## config.mk

```make
export PLATFORM = sky130hd
export DESIGN_NAME = commit_unit
export DESIGN_NICKNAME = d
export VERILOG_FILES = /design/src/rob_pkg.sv /design/src/commit_unit.sv
export SDC_FILE = /design/constraint.sdc
export NUM_CORES = 1
export LEC_CHECK = 0
export BUFFER_PORTS_ARGS = -buffer_cell sky130_fd_sc_hd__buf_2
export CAP_MARGIN = 10
export CORE_UTILIZATION = 50
export CTS_BUF_LIST = sky130_fd_sc_hd__clkbuf_4 sky130_fd_sc_hd__clkbuf_8
export DETAILED_ROUTE_END_ITERATION = 12
export GPL_ROUTABILITY_DRIVEN = 0
export PLACE_DENSITY = 0.87
export SLEW_MARGIN = 20
export SYNTH_ARGS = -nofsm -noshare
export SYNTH_HDL_FRONTEND = slang
export SYNTH_SLANG_ARGS = --single-unit
```

## constraint.sdc

```tcl
create_clock -name cs -period 10.6 [get_ports cs]
set_input_delay 0.53 -clock cs [delete_from_list [all_inputs] [get_ports cs]]
set_output_delay 0.53 -clock cs [all_outputs]
set_load 0.03 [all_outputs]
```

## src/rob_pkg.sv

```systemverilog
// ROB_DEPTH must equal 2**ROB_INDEX_BITS because reorder indices wrap with the pointer width
package rob_pkg;

  // Buffer geometry
  localparam int ROB_INDEX_BITS = 5;
  localparam int ROB_DEPTH      = 32;
  // Room for the pair in the dispatch register plus one new pair
  localparam int ROB_FREE_MIN   = 4;

  typedef enum logic [2:0] {
    WAITING,
    COMPLETED,
    IGNORE,
    DONE
  } record_status_e;

  typedef struct packed {
    logic writes;
    logic mem;
    logic jumps;
    logic tag;
  } instr_flags_t;

  typedef struct packed {
    logic         valid;
    logic [31:0]  address;
    logic [4:0]   rd;
    instr_flags_t flags;
  } instr_t;

  typedef struct packed {
    instr_t                    instr;
    logic [ROB_INDEX_BITS-1:0] index;
  } issue_slot_t;

  // Slot 0 is the older instruction of the pair
  typedef struct packed {
    issue_slot_t [1:0] slot;
  } issue_pair_t;

  typedef struct packed {
    logic                      valid;
    logic [ROB_INDEX_BITS-1:0] index;
    logic [31:0]               value;
    logic [31:0]               target;
  } result_t;

  typedef struct packed {
    logic                      valid;
    logic [ROB_INDEX_BITS-1:0] index;
    logic [31:0]               address;
    logic [4:0]                rd;
    instr_flags_t              flags;
    logic [31:0]               result;
    logic [31:0]               target;
  } head_t;

  typedef struct packed {
    logic        valid;
    logic [31:0] address;
    logic [4:0]  rd;
    logic        writes;
    logic [31:0] value;
  } commit_t;

  // Jump resolution pulses from the commit side
  typedef struct packed {
    logic clear_tag;
    logic delete_tag;
  } spec_ctrl_t;

endpackage

```

## src/commit_unit.sv

```systemverilog
// Retires one entry per cycle and predicts every jump to fall through to its address plus 4
`timescale 1ns/1ps

module commit_unit
  import rob_pkg::*;
(
  input  logic        cs,
  input  logic        i_reset,
  input  head_t       i_head,
  output logic        o_head_take,
  output commit_t     o_commit,
  output spec_ctrl_t  o_spec,
  output logic        o_redirect_valid,
  output logic [31:0] o_redirect_address
);

  logic [31:0] next_address;
  logic        is_jump;
  logic        fall_through;

  // Every completed head is taken at once
  assign o_head_take = i_head.valid;

  assign next_address = i_head.address + 32'd4;
  assign is_jump      = i_head.valid && i_head.flags.jumps;
  // Target equal to the sequential address confirms the guess
  assign fall_through = i_head.target == next_address;

  always_ff @(posedge cs) begin
    if (i_reset) begin
      o_commit.valid    <= 1'b0;
      o_spec            <= '0;
      o_redirect_valid  <= 1'b0;
    end else begin
      o_commit.valid    <= i_head.valid;
      o_spec.clear_tag  <= is_jump && fall_through;
      o_spec.delete_tag <= is_jump && !fall_through;
      o_redirect_valid  <= is_jump && !fall_through;

      // Commit record
      if (i_head.valid) begin
        o_commit.address <= i_head.address;
        o_commit.rd      <= i_head.rd;
        o_commit.writes  <= i_head.flags.writes;
        o_commit.value   <= i_head.result;
      end

      // Fetch target for a wrong guess
      if (is_jump) begin
        o_redirect_address <= i_head.target;
      end
    end
  end

  // A jump resolves one way only
  a_spec_exclusive: assert property (@(posedge cs) disable iff (i_reset)
    !(o_spec.clear_tag && o_spec.delete_tag));

  // Buffer withholds its head during the flush cycle
  a_flush_gap: assert property (@(posedge cs) disable iff (i_reset)
    o_spec.delete_tag |-> !o_head_take);

endmodule

```

==> flow_summary_export.csv <==
group,metric,value,unit
cells_and_area,drive_above_1_share,48.6,%
cts,clockBufferDepth,2,
yosys,syn_avg_cell_area,15.9,um2
yosys,synth_edf_count,102,
route,wl_per_cell,17.6,um
floorplan,core_area,8260,um2
yosys,synth_top_area_cell,"edfxtp_1",
yosys,synth_area_leaders,"edfxtp_1, xnor2_1, xor2_1, dfxtp_1, nand3_1",
yosys,synth_top_flop_cell,"edfxtp_1",
grt,grtUsageMet2,41.2,%
yosys,synthArstFlopShare,0,%
outcome,status,"finished, final reports clean",
grt,grt_max_degree,71,
sta,hold-worst-slack,0.335,ns
power_and_ir_drop,pwr-share-clk,26.7,%
power_and_ir_drop,peakVddDrop,0.0758,mV
cells_and_area,multi_input_area,1140,um2
sta,max_freq,311,MHz
cells_and_area,area_growth,32.1,%
cells_and_area,nNetsFinal,605,
power_and_ir_drop,pwr-share-comb,17.0,%
yosys,yosys-top-cells-count,"edfxtp_1, xnor2_1, xor2_1, nand2_1, nand3_1",
grt,grt_pass1_vias,3104,
power_and_ir_drop,leakage,2.25,nW
cts,root_buffer,"clkbuf_8",
yosys,synth_top_area_share,71.5,%
yosys,yosys_warnings,0,
cts,cts_buffers,9,
worst_setup_path,path_max_fanout,9,
worst_setup_path,worst_setup_path_end_kind,"flip-flop",
grt,grt_usage,23.5,%
yosys,synth-seq-cells,105,
sta,finalHoldViolCount,0,
hold_path,holdCritPathClass,"input port to flip-flop",
grt,top_usage_layer,"met2",
floorplan,io_pins,220,
yosys,synth_most_common_cell,"edfxtp_1",
cts,clkTransAtPathRegs,0.11,ns
worst_setup_path,worstPathRequired,10.90,ns
yosys,ys_seq_area_share,72.9,%
power_and_ir_drop,power.share.switching,28.4,%
cts,cts.sinks,105,
floorplan,die_h,94.6,um
floorplan,die_x,94.6,um
sta,finalCritPeriodShare,30.3,%
job,cap_violations,0,
floorplan,rows,33,
route,via_per_inst,5.29,
power_and_ir_drop,seqPwrFrac,56.3,%
route,drtIter0Drc,264,
grt,met3_usage,5.15,%
cells_and_area,num_antenna_cells,0,
yosys,syn_inst,270,
cts,post-cts-setup-buffers,0,
worst_setup_path,startpoint_type,"input port",
sta,period_needed,3.22,ns
route,dr_total_vias,3179,
power_and_ir_drop,internal_power,0.621,mW
power_and_ir_drop,switching_power,0.246,mW
sta,tightestPinTransition,0.928,ns
yosys,yosys.cell_types.count,45,
sta,slew_headroom,37.6,%
route,routed_wl,10600,um
floorplan,die-area,8940,um2
route,dr.pass1.iters,5,
cts,holdBufCountCts,0,
route,drc,0,
grt,grt_first_pass_wirelength,15500,um
place,io_buffers,212,
grt,grtUsageMet1,28.2,%
cells_and_area,seqCellArea,3120,um2
sta,rsz0062_at_grt,"false",
grt,antenna_found_initial,0,
power_and_ir_drop,power_density,153,nW/um2
worst_setup_path,worstSetupPathType,"input port to flip-flop",
place,hpwl,7900,um
sta,finalSetupViolCount,0,
cts,tritoncts,"done",
route,ant_nets,0,
yosys,synthesis.nets,384,
grt,overflow,0,
cts,ctsResizeCount,0,
floorplan,initial_core_util,51.9,%
yosys,synth_area,4280,um2
sta,tns,0,ns
cells_and_area,fillers,611,
sta,drv_slew,0,
worst_setup_path,cp.arrival,3.51,ns
cts,htree_levels,3,
==> flip-flops by register name, indices dropped and copies added, names as in the netlist <==
signal / count
o_redirect_valid: 1
o_commit: 71
o_redirect_address: 32
o_spec: 1
==> metrics by stage <==
stage          setup slack (ns)  total power [mW]  instance area [um2]  instances  utilization (%)
2_1_floorplan              5.41             0.584                 4280        270                -
4_1_cts                    7.44             0.872                 5660        601             68.5
3_3_place_gp               7.22             0.640                 5470        585             66.3
6_report                   7.38             0.867                 5660        601             68.5
5_1_grt                    7.21             0.901                 5660        601             68.5
3_5_place_dp               7.04             0.644                 5470        585             66.3
==> power by group through the flow <==
stage | clock, mW | combinational [mW] | sequential (mW)
finish | 0.232 | 0.147 | 0.488
global placement | 0 | 0.144 | 0.496
floorplan | 0 | 0.0344 | 0.550
detailed placement | 0 | 0.146 | 0.498
global route | 0.253 | 0.157 | 0.490
CTS | 0.236 | 0.147 | 0.489
==> kinds of logic (layout without fill, tap and decap cells) <==
group	after synthesis	count (layout)	synth area share, %
fa+ha+maj	1	1	0.292
xor+xnor	40	40	8.18
buf+inv	6	232	0.701
simple gates	84	84	12.0
compound gates	31	31	5.20
flops	105	105	72.9
mux	3	3	0.701
==> routing by layer <==
metal	share of wire [%]	vias to the layer above
met3	7.6	16
met4	1.6	0
met2	52	161
li1	-	1504
met5	0	-
met1	38	1498
==> final timing paths <==
kind	start	slack (ns)	cells past startpoint	end
worst max-delay path	i_head[75]	7.38	9	o_spec[1]
worst min-delay path	i_head[69]	0.33	1	o_commit[34]
==> cell type report <==
class                           instances  share of cell area (%)
Clock inverter                          6                   0.951
Inverter                                3                   0.199
Clock buffer                           10                    2.32
Timing Repair Buffer                  213                    18.9
Multi-Input combinational cell        159                    20.1
Tap cell                              105                    2.32
Sequential cell                       105                    55.2
==> critical path, cell delays in order <==
cell and delay, ns:
buf_2 0.15, ha_1 0.24, nand3_1 0.31, nor4_1 0.86, nand4_1 0.22, xnor2_1 0.17
or4_1 0.54, nor4_2 0.32, and2_1 0.16
==> placed cells by master, fill, tap and decap left out, types with 3 or more instances in the layout <==
| cell | Yosys | layout |
|---|---|---|
| buf_2 | 0 | 212 |
| edfxtp_1 | 102 | 102 |
| xnor2_1 | 25 | 25 |
| xor2_1 | 15 | 15 |
| nand2_1 | 14 | 14 |
| nand3_1 | 12 | 12 |
| clkbuf_8 | 0 | 9 |
| nor3_1 | 7 | 7 |
| nor2_1 | 6 | 6 |
| and3_1 | 6 | 6 |
| nand4_1 | 6 | 6 |
| and4_1 | 5 | 5 |
| a31oi_1 | 4 | 4 |
| nor4_1 | 4 | 4 |
| a21oi_1 | 4 | 4 |
| o21ai_0 | 4 | 4 |
| nor2b_1 | 4 | 3 |
| inv_1 | 3 | 3 |
| mux2i_1 | 3 | 3 |
| nand2b_1 | 3 | 3 |
| o211ai_1 | 3 | 3 |
| clkinvlp_4 | 0 | 3 |
| dfxtp_1 | 3 | 3 |
No activity file was read; power rests on OpenSTA's default activity.
