[src/rob_pkg.sv]
// ROB_DEPTH must equal 2**ROB_INDEX_BITS because reorder indices wrap with the pointer width
package rob_pkg;

  // Buffer geometry
  localparam int ROB_INDEX_BITS = 5;
  localparam int ROB_DEPTH      = 32;
  // Room for the pair in the dispatch register plus one new pair
  localparam int ROB_FREE_MIN   = 4;

  typedef enum logic [2:0] {
    WAITING,
    COMPLETED,
    IGNORE,
    DONE
  } record_status_e;

  typedef struct packed {
    logic writes;
    logic mem;
    logic jumps;
    logic tag;
  } instr_flags_t;

  typedef struct packed {
    logic         valid;
    logic [31:0]  address;
    logic [4:0]   rd;
    instr_flags_t flags;
  } instr_t;

  typedef struct packed {
    instr_t                    instr;
    logic [ROB_INDEX_BITS-1:0] index;
  } issue_slot_t;

  // Slot 0 is the older instruction of the pair
  typedef struct packed {
    issue_slot_t [1:0] slot;
  } issue_pair_t;

  typedef struct packed {
    logic                      valid;
    logic [ROB_INDEX_BITS-1:0] index;
    logic [31:0]               value;
    logic [31:0]               target;
  } result_t;

  typedef struct packed {
    logic                      valid;
    logic [ROB_INDEX_BITS-1:0] index;
    logic [31:0]               address;
    logic [4:0]                rd;
    instr_flags_t              flags;
    logic [31:0]               result;
    logic [31:0]               target;
  } head_t;

  typedef struct packed {
    logic        valid;
    logic [31:0] address;
    logic [4:0]  rd;
    logic        writes;
    logic [31:0] value;
  } commit_t;

  // Jump resolution pulses from the commit side
  typedef struct packed {
    logic clear_tag;
    logic delete_tag;
  } spec_ctrl_t;

endpackage

[src/dispatch_unit.sv]
// The tag flag on i_instr is ignored and restamped, and a pair may carry at most one jump
`timescale 1ns/1ps

module dispatch_unit
  import rob_pkg::*;
(
  input  logic                      cs,
  input  logic                      i_reset,
  input  instr_t [1:0]              i_instr,
  input  logic                      i_full,
  input  spec_ctrl_t                i_spec,
  output logic                      o_ready,
  output logic [ROB_INDEX_BITS-1:0] o_alloc_index,
  output issue_pair_t               o_issue
);

  logic [ROB_INDEX_BITS-1:0] alloc_ptr_q;
  logic                      jump_pending_q;
  logic                      started_q;
  logic                      pending;
  logic                      pair_jumps;
  logic                      accept;
  issue_pair_t               stamped;

  // Speculation ends in the cycle its resolution pulse arrives
  assign pending = jump_pending_q && !i_spec.clear_tag && !i_spec.delete_tag;

  assign pair_jumps = (i_instr[0].valid && i_instr[0].flags.jumps) ||
                      (i_instr[1].valid && i_instr[1].flags.jumps);

  // Stall on a full buffer, on a flush, and on a second jump level
  assign o_ready = started_q && !i_full && !i_spec.delete_tag && !(pending && pair_jumps);

  assign accept        = o_ready && i_instr[0].valid;
  assign o_alloc_index = alloc_ptr_q;

  // Index and tag stamping of the incoming pair
  always_comb begin
    stamped.slot[0].instr           = i_instr[0];
    stamped.slot[0].index           = alloc_ptr_q;
    stamped.slot[0].instr.flags.tag = pending;
    stamped.slot[1].instr           = i_instr[1];
    stamped.slot[1].index           = alloc_ptr_q + ROB_INDEX_BITS'(1);
    // Younger than a jump in slot 0 as well
    stamped.slot[1].instr.flags.tag = pending || i_instr[0].flags.jumps;
  end

  always_ff @(posedge cs) begin
    if (i_reset) begin
      started_q                   <= 1'b0;
      alloc_ptr_q                 <= '0;
      jump_pending_q              <= 1'b0;
      o_issue.slot[0].instr.valid <= 1'b0;
      o_issue.slot[1].instr.valid <= 1'b0;
    end else begin
      started_q <= 1'b1;
      if (accept) begin
        o_issue        <= stamped;
        alloc_ptr_q    <= alloc_ptr_q +
                          (i_instr[1].valid ? ROB_INDEX_BITS'(2) : ROB_INDEX_BITS'(1));
        jump_pending_q <= pending || pair_jumps;
      end else begin
        o_issue.slot[0].instr.valid <= 1'b0;
        o_issue.slot[1].instr.valid <= 1'b0;
        jump_pending_q              <= pending;
      end
    end
  end

  // Slot 1 only travels together with slot 0
  a_slot_order: assert property (@(posedge cs) disable iff (i_reset)
    i_instr[1].valid |-> i_instr[0].valid);

  // Only one speculation level, so an accepted pair holds one jump at most
  a_one_jump: assert property (@(posedge cs) disable iff (i_reset)
    accept |-> !(i_instr[0].flags.jumps && i_instr[1].valid && i_instr[1].flags.jumps));

endmodule

[config.mk]
export PLATFORM = sky130hd
export DESIGN_NAME = dispatch_unit
export DESIGN_NICKNAME = d
export VERILOG_FILES = /design/src/rob_pkg.sv /design/src/dispatch_unit.sv
export SDC_FILE = /design/constraint.sdc
export NUM_CORES = 1
export LEC_CHECK = 0
export BUFFER_PORTS_ARGS = -buffer_cell sky130_fd_sc_hd__buf_2
export CORE_MARGIN = 3
export CORE_UTILIZATION = 23
export DETAILED_ROUTE_END_ITERATION = 12
export GPL_TIMING_DRIVEN = 0
export HOLD_SLACK_MARGIN = 0.02
export PLACE_DENSITY = 0.5
export REMOVE_ABC_BUFFERS = 1
export SKIP_CTS_REPAIR_TIMING = 1
export SLEW_MARGIN = 20
export SYNTH_ARGS = -nofsm -noshare
export SYNTH_HDL_FRONTEND = slang
export SYNTH_SLANG_ARGS = --single-unit
[constraint.sdc]
create_clock -name cs -period 15.91 [get_ports cs]
set_input_delay 0 -clock cs [delete_from_list [all_inputs] [get_ports cs]]
set_output_delay 0 -clock cs [all_outputs]
set_load 0.05 [all_outputs]
==> metrics, run 1 <==
Starting Density=0.237; clk sink count=~100; largest net degree at the start of global routing=30; non-filler cells, final=around 610; Die Y=between 100 and 150 µm; Max-Cap Viols=0; global route overflow=0; Avg WL per Cell=approximately 14 µm; mux cell area share after synthesis=0; Placer Congestion=roughly 0.78; pwr dens=between 100 and 150 nW/µm²; Min-Delay Endpoint=jump_pending_q; clk buf depth=2; chip width=around 130 µm; R2R Path End=o_issue[13]; FF-to-FF Start=started_q; Area Growth Syn to Fin=70.6%; vias in the first global route=2,108; largest family of logic cells by synthesized area=compound AO/OA/AOI/OAI gates; Slew HR=0.484; Mean Syn Cell Area=21.6 µm²; FF+latch count, synth=101; first-pass GRT wire length=roughly 12,000 µm; FP Rows=43; RSZ-0062 raised after global routing=false; dpl hpwl=around 6100 µm; R2R cell count=5; Setup-failing EPs final=0; drt drc=0; min cycle time layout=2.29 ns; Worst Tran Pin Value=~0.77 ns; final hold viol count=0; Mapped Area=approximately 3300 µm²; YS warnings=0; ys flop type=edfxtp_1; Critical Path End Type=register; compound-gate portion of the synthesized area=0.0292; outcome=completed; Post-Route Utilization=0.404; leakage power=between 2 and 2.5 nW; Min Hold Slack=0.0111 ns; Post-Synth Simple-Gate Area=0.0284; gr usage total=0.101; required time worst endpoint=between 15 and 20 ns; Synth cell types=24; FF-to-FF setup slack=13.65 ns; Clock transition at path regs=roughly 0.06 ns; top cell type's share of synthesized area=0.837; Final Power=between 0.5 and 0.6 mW; CP Launch Type=primary input; hold path cells=3; routed wire length=just under 9000 µm; clock skew=between 0.005 and 0.006 ns; CTS tree=yes; Post-synth top cells=92 x edfxtp_1, 9 x dfxtp_1, 7 x nor2_1; placed cells=roughly 500; layout cells sized above 1=0.480; ANT cells=0; DRT iter0 DRCs=85; Achievable Freq=between 400 and 500 MHz; crit path DAT=~2.3 ns; hold path startpoint=i_instr[41]; die area=15,800 µm²; Synth Instances=153; Pre-antenna DRT Iters=4; via count=2,383; Hold WC Path Type=primary input to register; Antenna Nets Post-Route=0; cell chosen for the clock root=clkbuf_16; initial antenna violation count=0; top cells by area, synth=edfxtp_1 84%, dfxtp_1 5.5%, buf_4 1.1%; fin nets=roughly 520; ys async rst share=0; CP max FO=29; CORE AREA=13,900 µm²; CTS Buf Count=9; Ports=approximately 190; Seq/Total Area, Yosys=0.891; XOR/XNOR Fraction of Synth Area=0.0133; H-tree levels=3; Adder-Cell Fraction of Synth Area=0.0174; Fin Setup TNS=0 ns; port buffer count=approximately 190; Worst Setup Path Type=primary input to register; Slew Limit Fails=0; most frequent cell after synthesis=edfxtp_1; Worst-Skew Late Latency=about 0.34 ns; post-synth top area cell=edfxtp_1; Max IR drop VDD=0.0000544 V; DR vias/cell=3.89; final worst-path cycle share=0.144; EDFF count, synth=a little over 90
-- where the power goes --
part           internal [mW]  switching [mW]
Combinational         0.0240          0.0202
Sequential             0.292        0.000949
Clock                  0.138          0.0923
-- through the flow --
stage,area (µm²),setup slack (ns)
after floorplan,3260,10.79
final,5630,13.62
after global placement,4410,8.91
after global routing,5630,13.44
after detailed placement,4500,13.61
after CTS,4810,13.61
-- registers in the layout, indices dropped and copies added, names as in the netlist --
register	flops
o_issue	94
o_alloc_index	5
jump_pending_q	1
started_q	1
-- kinds of logic (layout without fill, tap and decap cells) --
family,count (synthesis),count (layout)
compound gates,12,12
xor+xnor,5,5
fa+ha+maj,4,4
buf+inv,13,293
flops,101,101
simple gates,18,18
-- critical path, cell delays in order --
cell and delay, ns:
dlygate4sd3_1 0.53, buf_2 0.15, a22o_4 0.27, a21o_1 0.27, nor2_4 0.62, buf_16 0.25, buf_12 0.20
-- layout make-up --
class	instances	area, µm²
Clock buffer	10	229
Clock inverter	6	86.3
Fill cell	1309	8300
Inverter	6	22.5
Multi-Input combinational cell	39	299
Sequential cell	101	2940
Tap cell	180	225
Timing Repair Buffer	271	1830
-- worst max-delay path by stage --
stage	startpoint	endpoint	slack [ns]	depth (start not counted)
2_1_floorplan	started_q	o_issue[0]	10.79	3
3_3_place_gp	started_q	o_issue[18]	8.91	3
3_5_place_dp	started_q	o_issue[15]	13.61	5
4_1_cts	started_q	o_issue[15]	13.61	5
5_1_grt	started_q	o_issue[13]	13.44	5
6_report	i_instr[1]	o_issue[13]	13.62	7
-- cell usage in the layout (no fill, tap or decap), types with 2 or more instances in the layout --
cell	synthesis	routed
a211oi_1	2	2
a21oi_1	5	5
buf_16	0	2
buf_2	0	186
bufinv_16	0	2
clkbuf_16	0	9
dfxtp_1	9	9
dlygate4sd3_1	0	82
edfxtp_1	92	92
ha_1	3	3
inv_1	6	6
nand2_1	4	4
nand3_1	2	2
nor2_1	7	6
xnor2_1	4	4
-- layer usage --
metal	track usage	share of wire
met2	0.162	0.50
met3	0.0382	0.077
met5	0	0
met4	0.0473	0.027
met1	0.119	0.39
(Power assumes the default switching activity.)
==> inputs of run 2 (changes only) <==
Clock period 15.91 ns to 2.2 ns, I/O delays scaled along.
==> run 2 against run 1 <==
Net effect:
- global-route usage unchanged
- cell count increased by 0.49%
- clock power increased to 7.2 times the previous value
- die area unchanged
- total power increased to 7.2 times the previous value
- worst hold slack about the same
- clock skew increased by 0.00075 ns
- critical path type unchanged
- critical endpoint unchanged
- largest cell class unchanged
==> metrics, run 2 (same netlist as run 1, synthesis figures left out) <==
CTS tree=yes; Setup-failing EPs final=0 (unchanged); Slew Limit Fails=0 (unchanged); clk buf depth=2 (unchanged); chip width=126 µm (unchanged); non-filler cells, final=616 (+0.49%); Area Growth Syn to Fin=71.2%; Achievable Freq=521 MHz; Antenna Nets Post-Route=0 (unchanged); commonest non-fill, non-tap cell in the layout=buf_2; Ports=189 (unchanged); Worst-Skew Late Latency=0.33 ns (about the same); DR vias/cell=3.90 (+0.39%); Critical Path Max Stage Delay=0.53 ns (-0.09 ns); CTS Buf Count=9 (unchanged); clock skew=0.00595 ns (+0.000748 ns); RSZ-0062 raised after global routing=false; Max IR drop VDD=0.000393 V (+620%); vias in the first global route=2,108 (unchanged); CP max FO=29 (unchanged); die area=15,800 µm² (unchanged); final hold viol count=0 (unchanged); FF-to-FF setup slack=0.30 ns (-13.35 ns); max reg flops=94 (unchanged); ANT cells=0 (unchanged); Place WS=-0.101 ns (-13.71 ns); most frequent cells in the layout=186 x buf_2, 92 x edfxtp_1, 82 x dlygate4sd3_1, 9 x clkbuf_16, 9 x dfxtp_1; Max-Cap Viols=0 (unchanged); R2R cell count=5 (unchanged); R2R Path End=o_issue[13]; DRT iter0 DRCs=91 (+7.1%); PnR worst setup slack=0.280 ns (-13.34 ns); CORE AREA=13,900 µm² (unchanged); Clock transition at path regs=0.06 ns (about the same); clk sink count=101 (unchanged); global route overflow=0 (unchanged); fin nets=524 (+0.58%); hold path cells=3 (unchanged); CP max-delay cell=dlygate4sd3_1; layout cells sized above 1=0.484 (+0.00358); gr usage total=0.101 (unchanged); Starting Density=0.237 (unchanged); pwr dens=726 nW/µm² (+620%); Die Y=126 µm (unchanged); Slew HR=0.601 (+0.117); Avg WL per Cell=14.5 µm (+1.9%); via count=2,404 (+0.88%); FP Rows=43 (unchanged); required time worst endpoint=2.29 ns (-13.66 ns); largest net degree at the start of global routing=30 (unchanged); FF-to-FF Start=jump_pending_q; Placer Congestion=0.780 (unchanged); Design Area, Final=5650 µm² (+0.38%); CP Launch Type=primary input; Pre-antenna DRT Iters=4 (unchanged); Cell Area, Placed=4500 µm² (unchanged); placed cells=515 (unchanged); routed wire length=8940 µm (+2.4%); Critical Path End Type=register; hold path startpoint=i_instr[41]; dpl hpwl=6140 µm (unchanged); crit path DAT=2.01 ns (-0.31 ns); leakage power=2.30 nW (+0.50%); Min Hold Slack=0.0110 ns (-0.000138 ns); cell chosen for the clock root=clkbuf_16; min cycle time layout=1.92 ns; Hold WC Path Type=primary input to register; port buffer count=186 (unchanged); first-pass GRT wire length=12,000 µm (unchanged); H-tree levels=3 (unchanged); final worst-path cycle share=0.873; Min-Delay Endpoint=jump_pending_q; drt drc=0 (unchanged); initial antenna violation count=0 (unchanged); Worst Tran Pin Value=0.597 ns (-0.175 ns); Biggest register=o_issue; Worst Setup Path Type=primary input to register; outcome=completed; CP cell instances=dlygate4sd3_1 -> buf_2 -> nor3b_2 -> a21o_1 -> nor2_4 -> buf_16 -> buf_12
==> run 2: changes by cell type in the layout (fill, tap and decap cells not counted) <==
cell and delta:
nor2_2 +1, buf_4 +2
==> run 2: report_power, final <==
group | switching (mW) | leakage [nW] | internal, mW
registers | 0.00685 | 0.906 | 2.11
logic | 0.148 | 1.24 | 0.174
clock network | 0.667 | 0.154 | 0.997
==> run 2: layout make-up <==
type	instances	area (µm²)
clock inverters	6	86.3
inverters	6	22.5
fillers	1310	8280
well taps	180	225
multi-input cells	40	305
flip-flops and latches	101	2940
clock buffers	10	229
repair buffers	273	1840
==> run 2: critical path, delay by kind of cell <==
| family | cells | cell delay, ns |
|---|---|---|
| buffers and inverters | 4 | 1.00 |
| and+or+nand+nor | 2 | 0.55 |
| AOI/OAI and AO/OA | 1 | 0.42 |
==> run 2: worst max path at each step <==
stage                             end  slack, ns       from  cells after the start
after CTS                 o_issue[18]      -0.10  started_q                      5
final                     o_issue[13]       0.28  i_spec[1]                      7
after global placement    o_issue[18]      -4.80  started_q                      3
after floorplan            o_issue[0]      -2.92  started_q                      3
after global routing      o_issue[13]       0.12  i_spec[1]                      7
after detailed placement  o_issue[33]      -0.10  started_q                      5
==> run 2: layer usage <==
layer	wire (µm)	vias up	global-route usage
met2	4500	112	0.162
li1	-	1143	-
met3	653	17	0.0382
met5	0	-	0
met1	3560	1132	0.119
met4	222	0	0.0473
==> run 2: through the flow <==
stage / total power [mW] / setup TNS (ns) / utilization
floorplan: 2.26 / -268.71 / -
global placement: 2.36 / -441.09 / 0.317
detailed placement: 2.37 / -2.82 / 0.323
CTS: 4.07 / -2.91 / 0.345
global route: 4.29 / 0 / 0.406
finish: 4.11 / 0 / 0.406
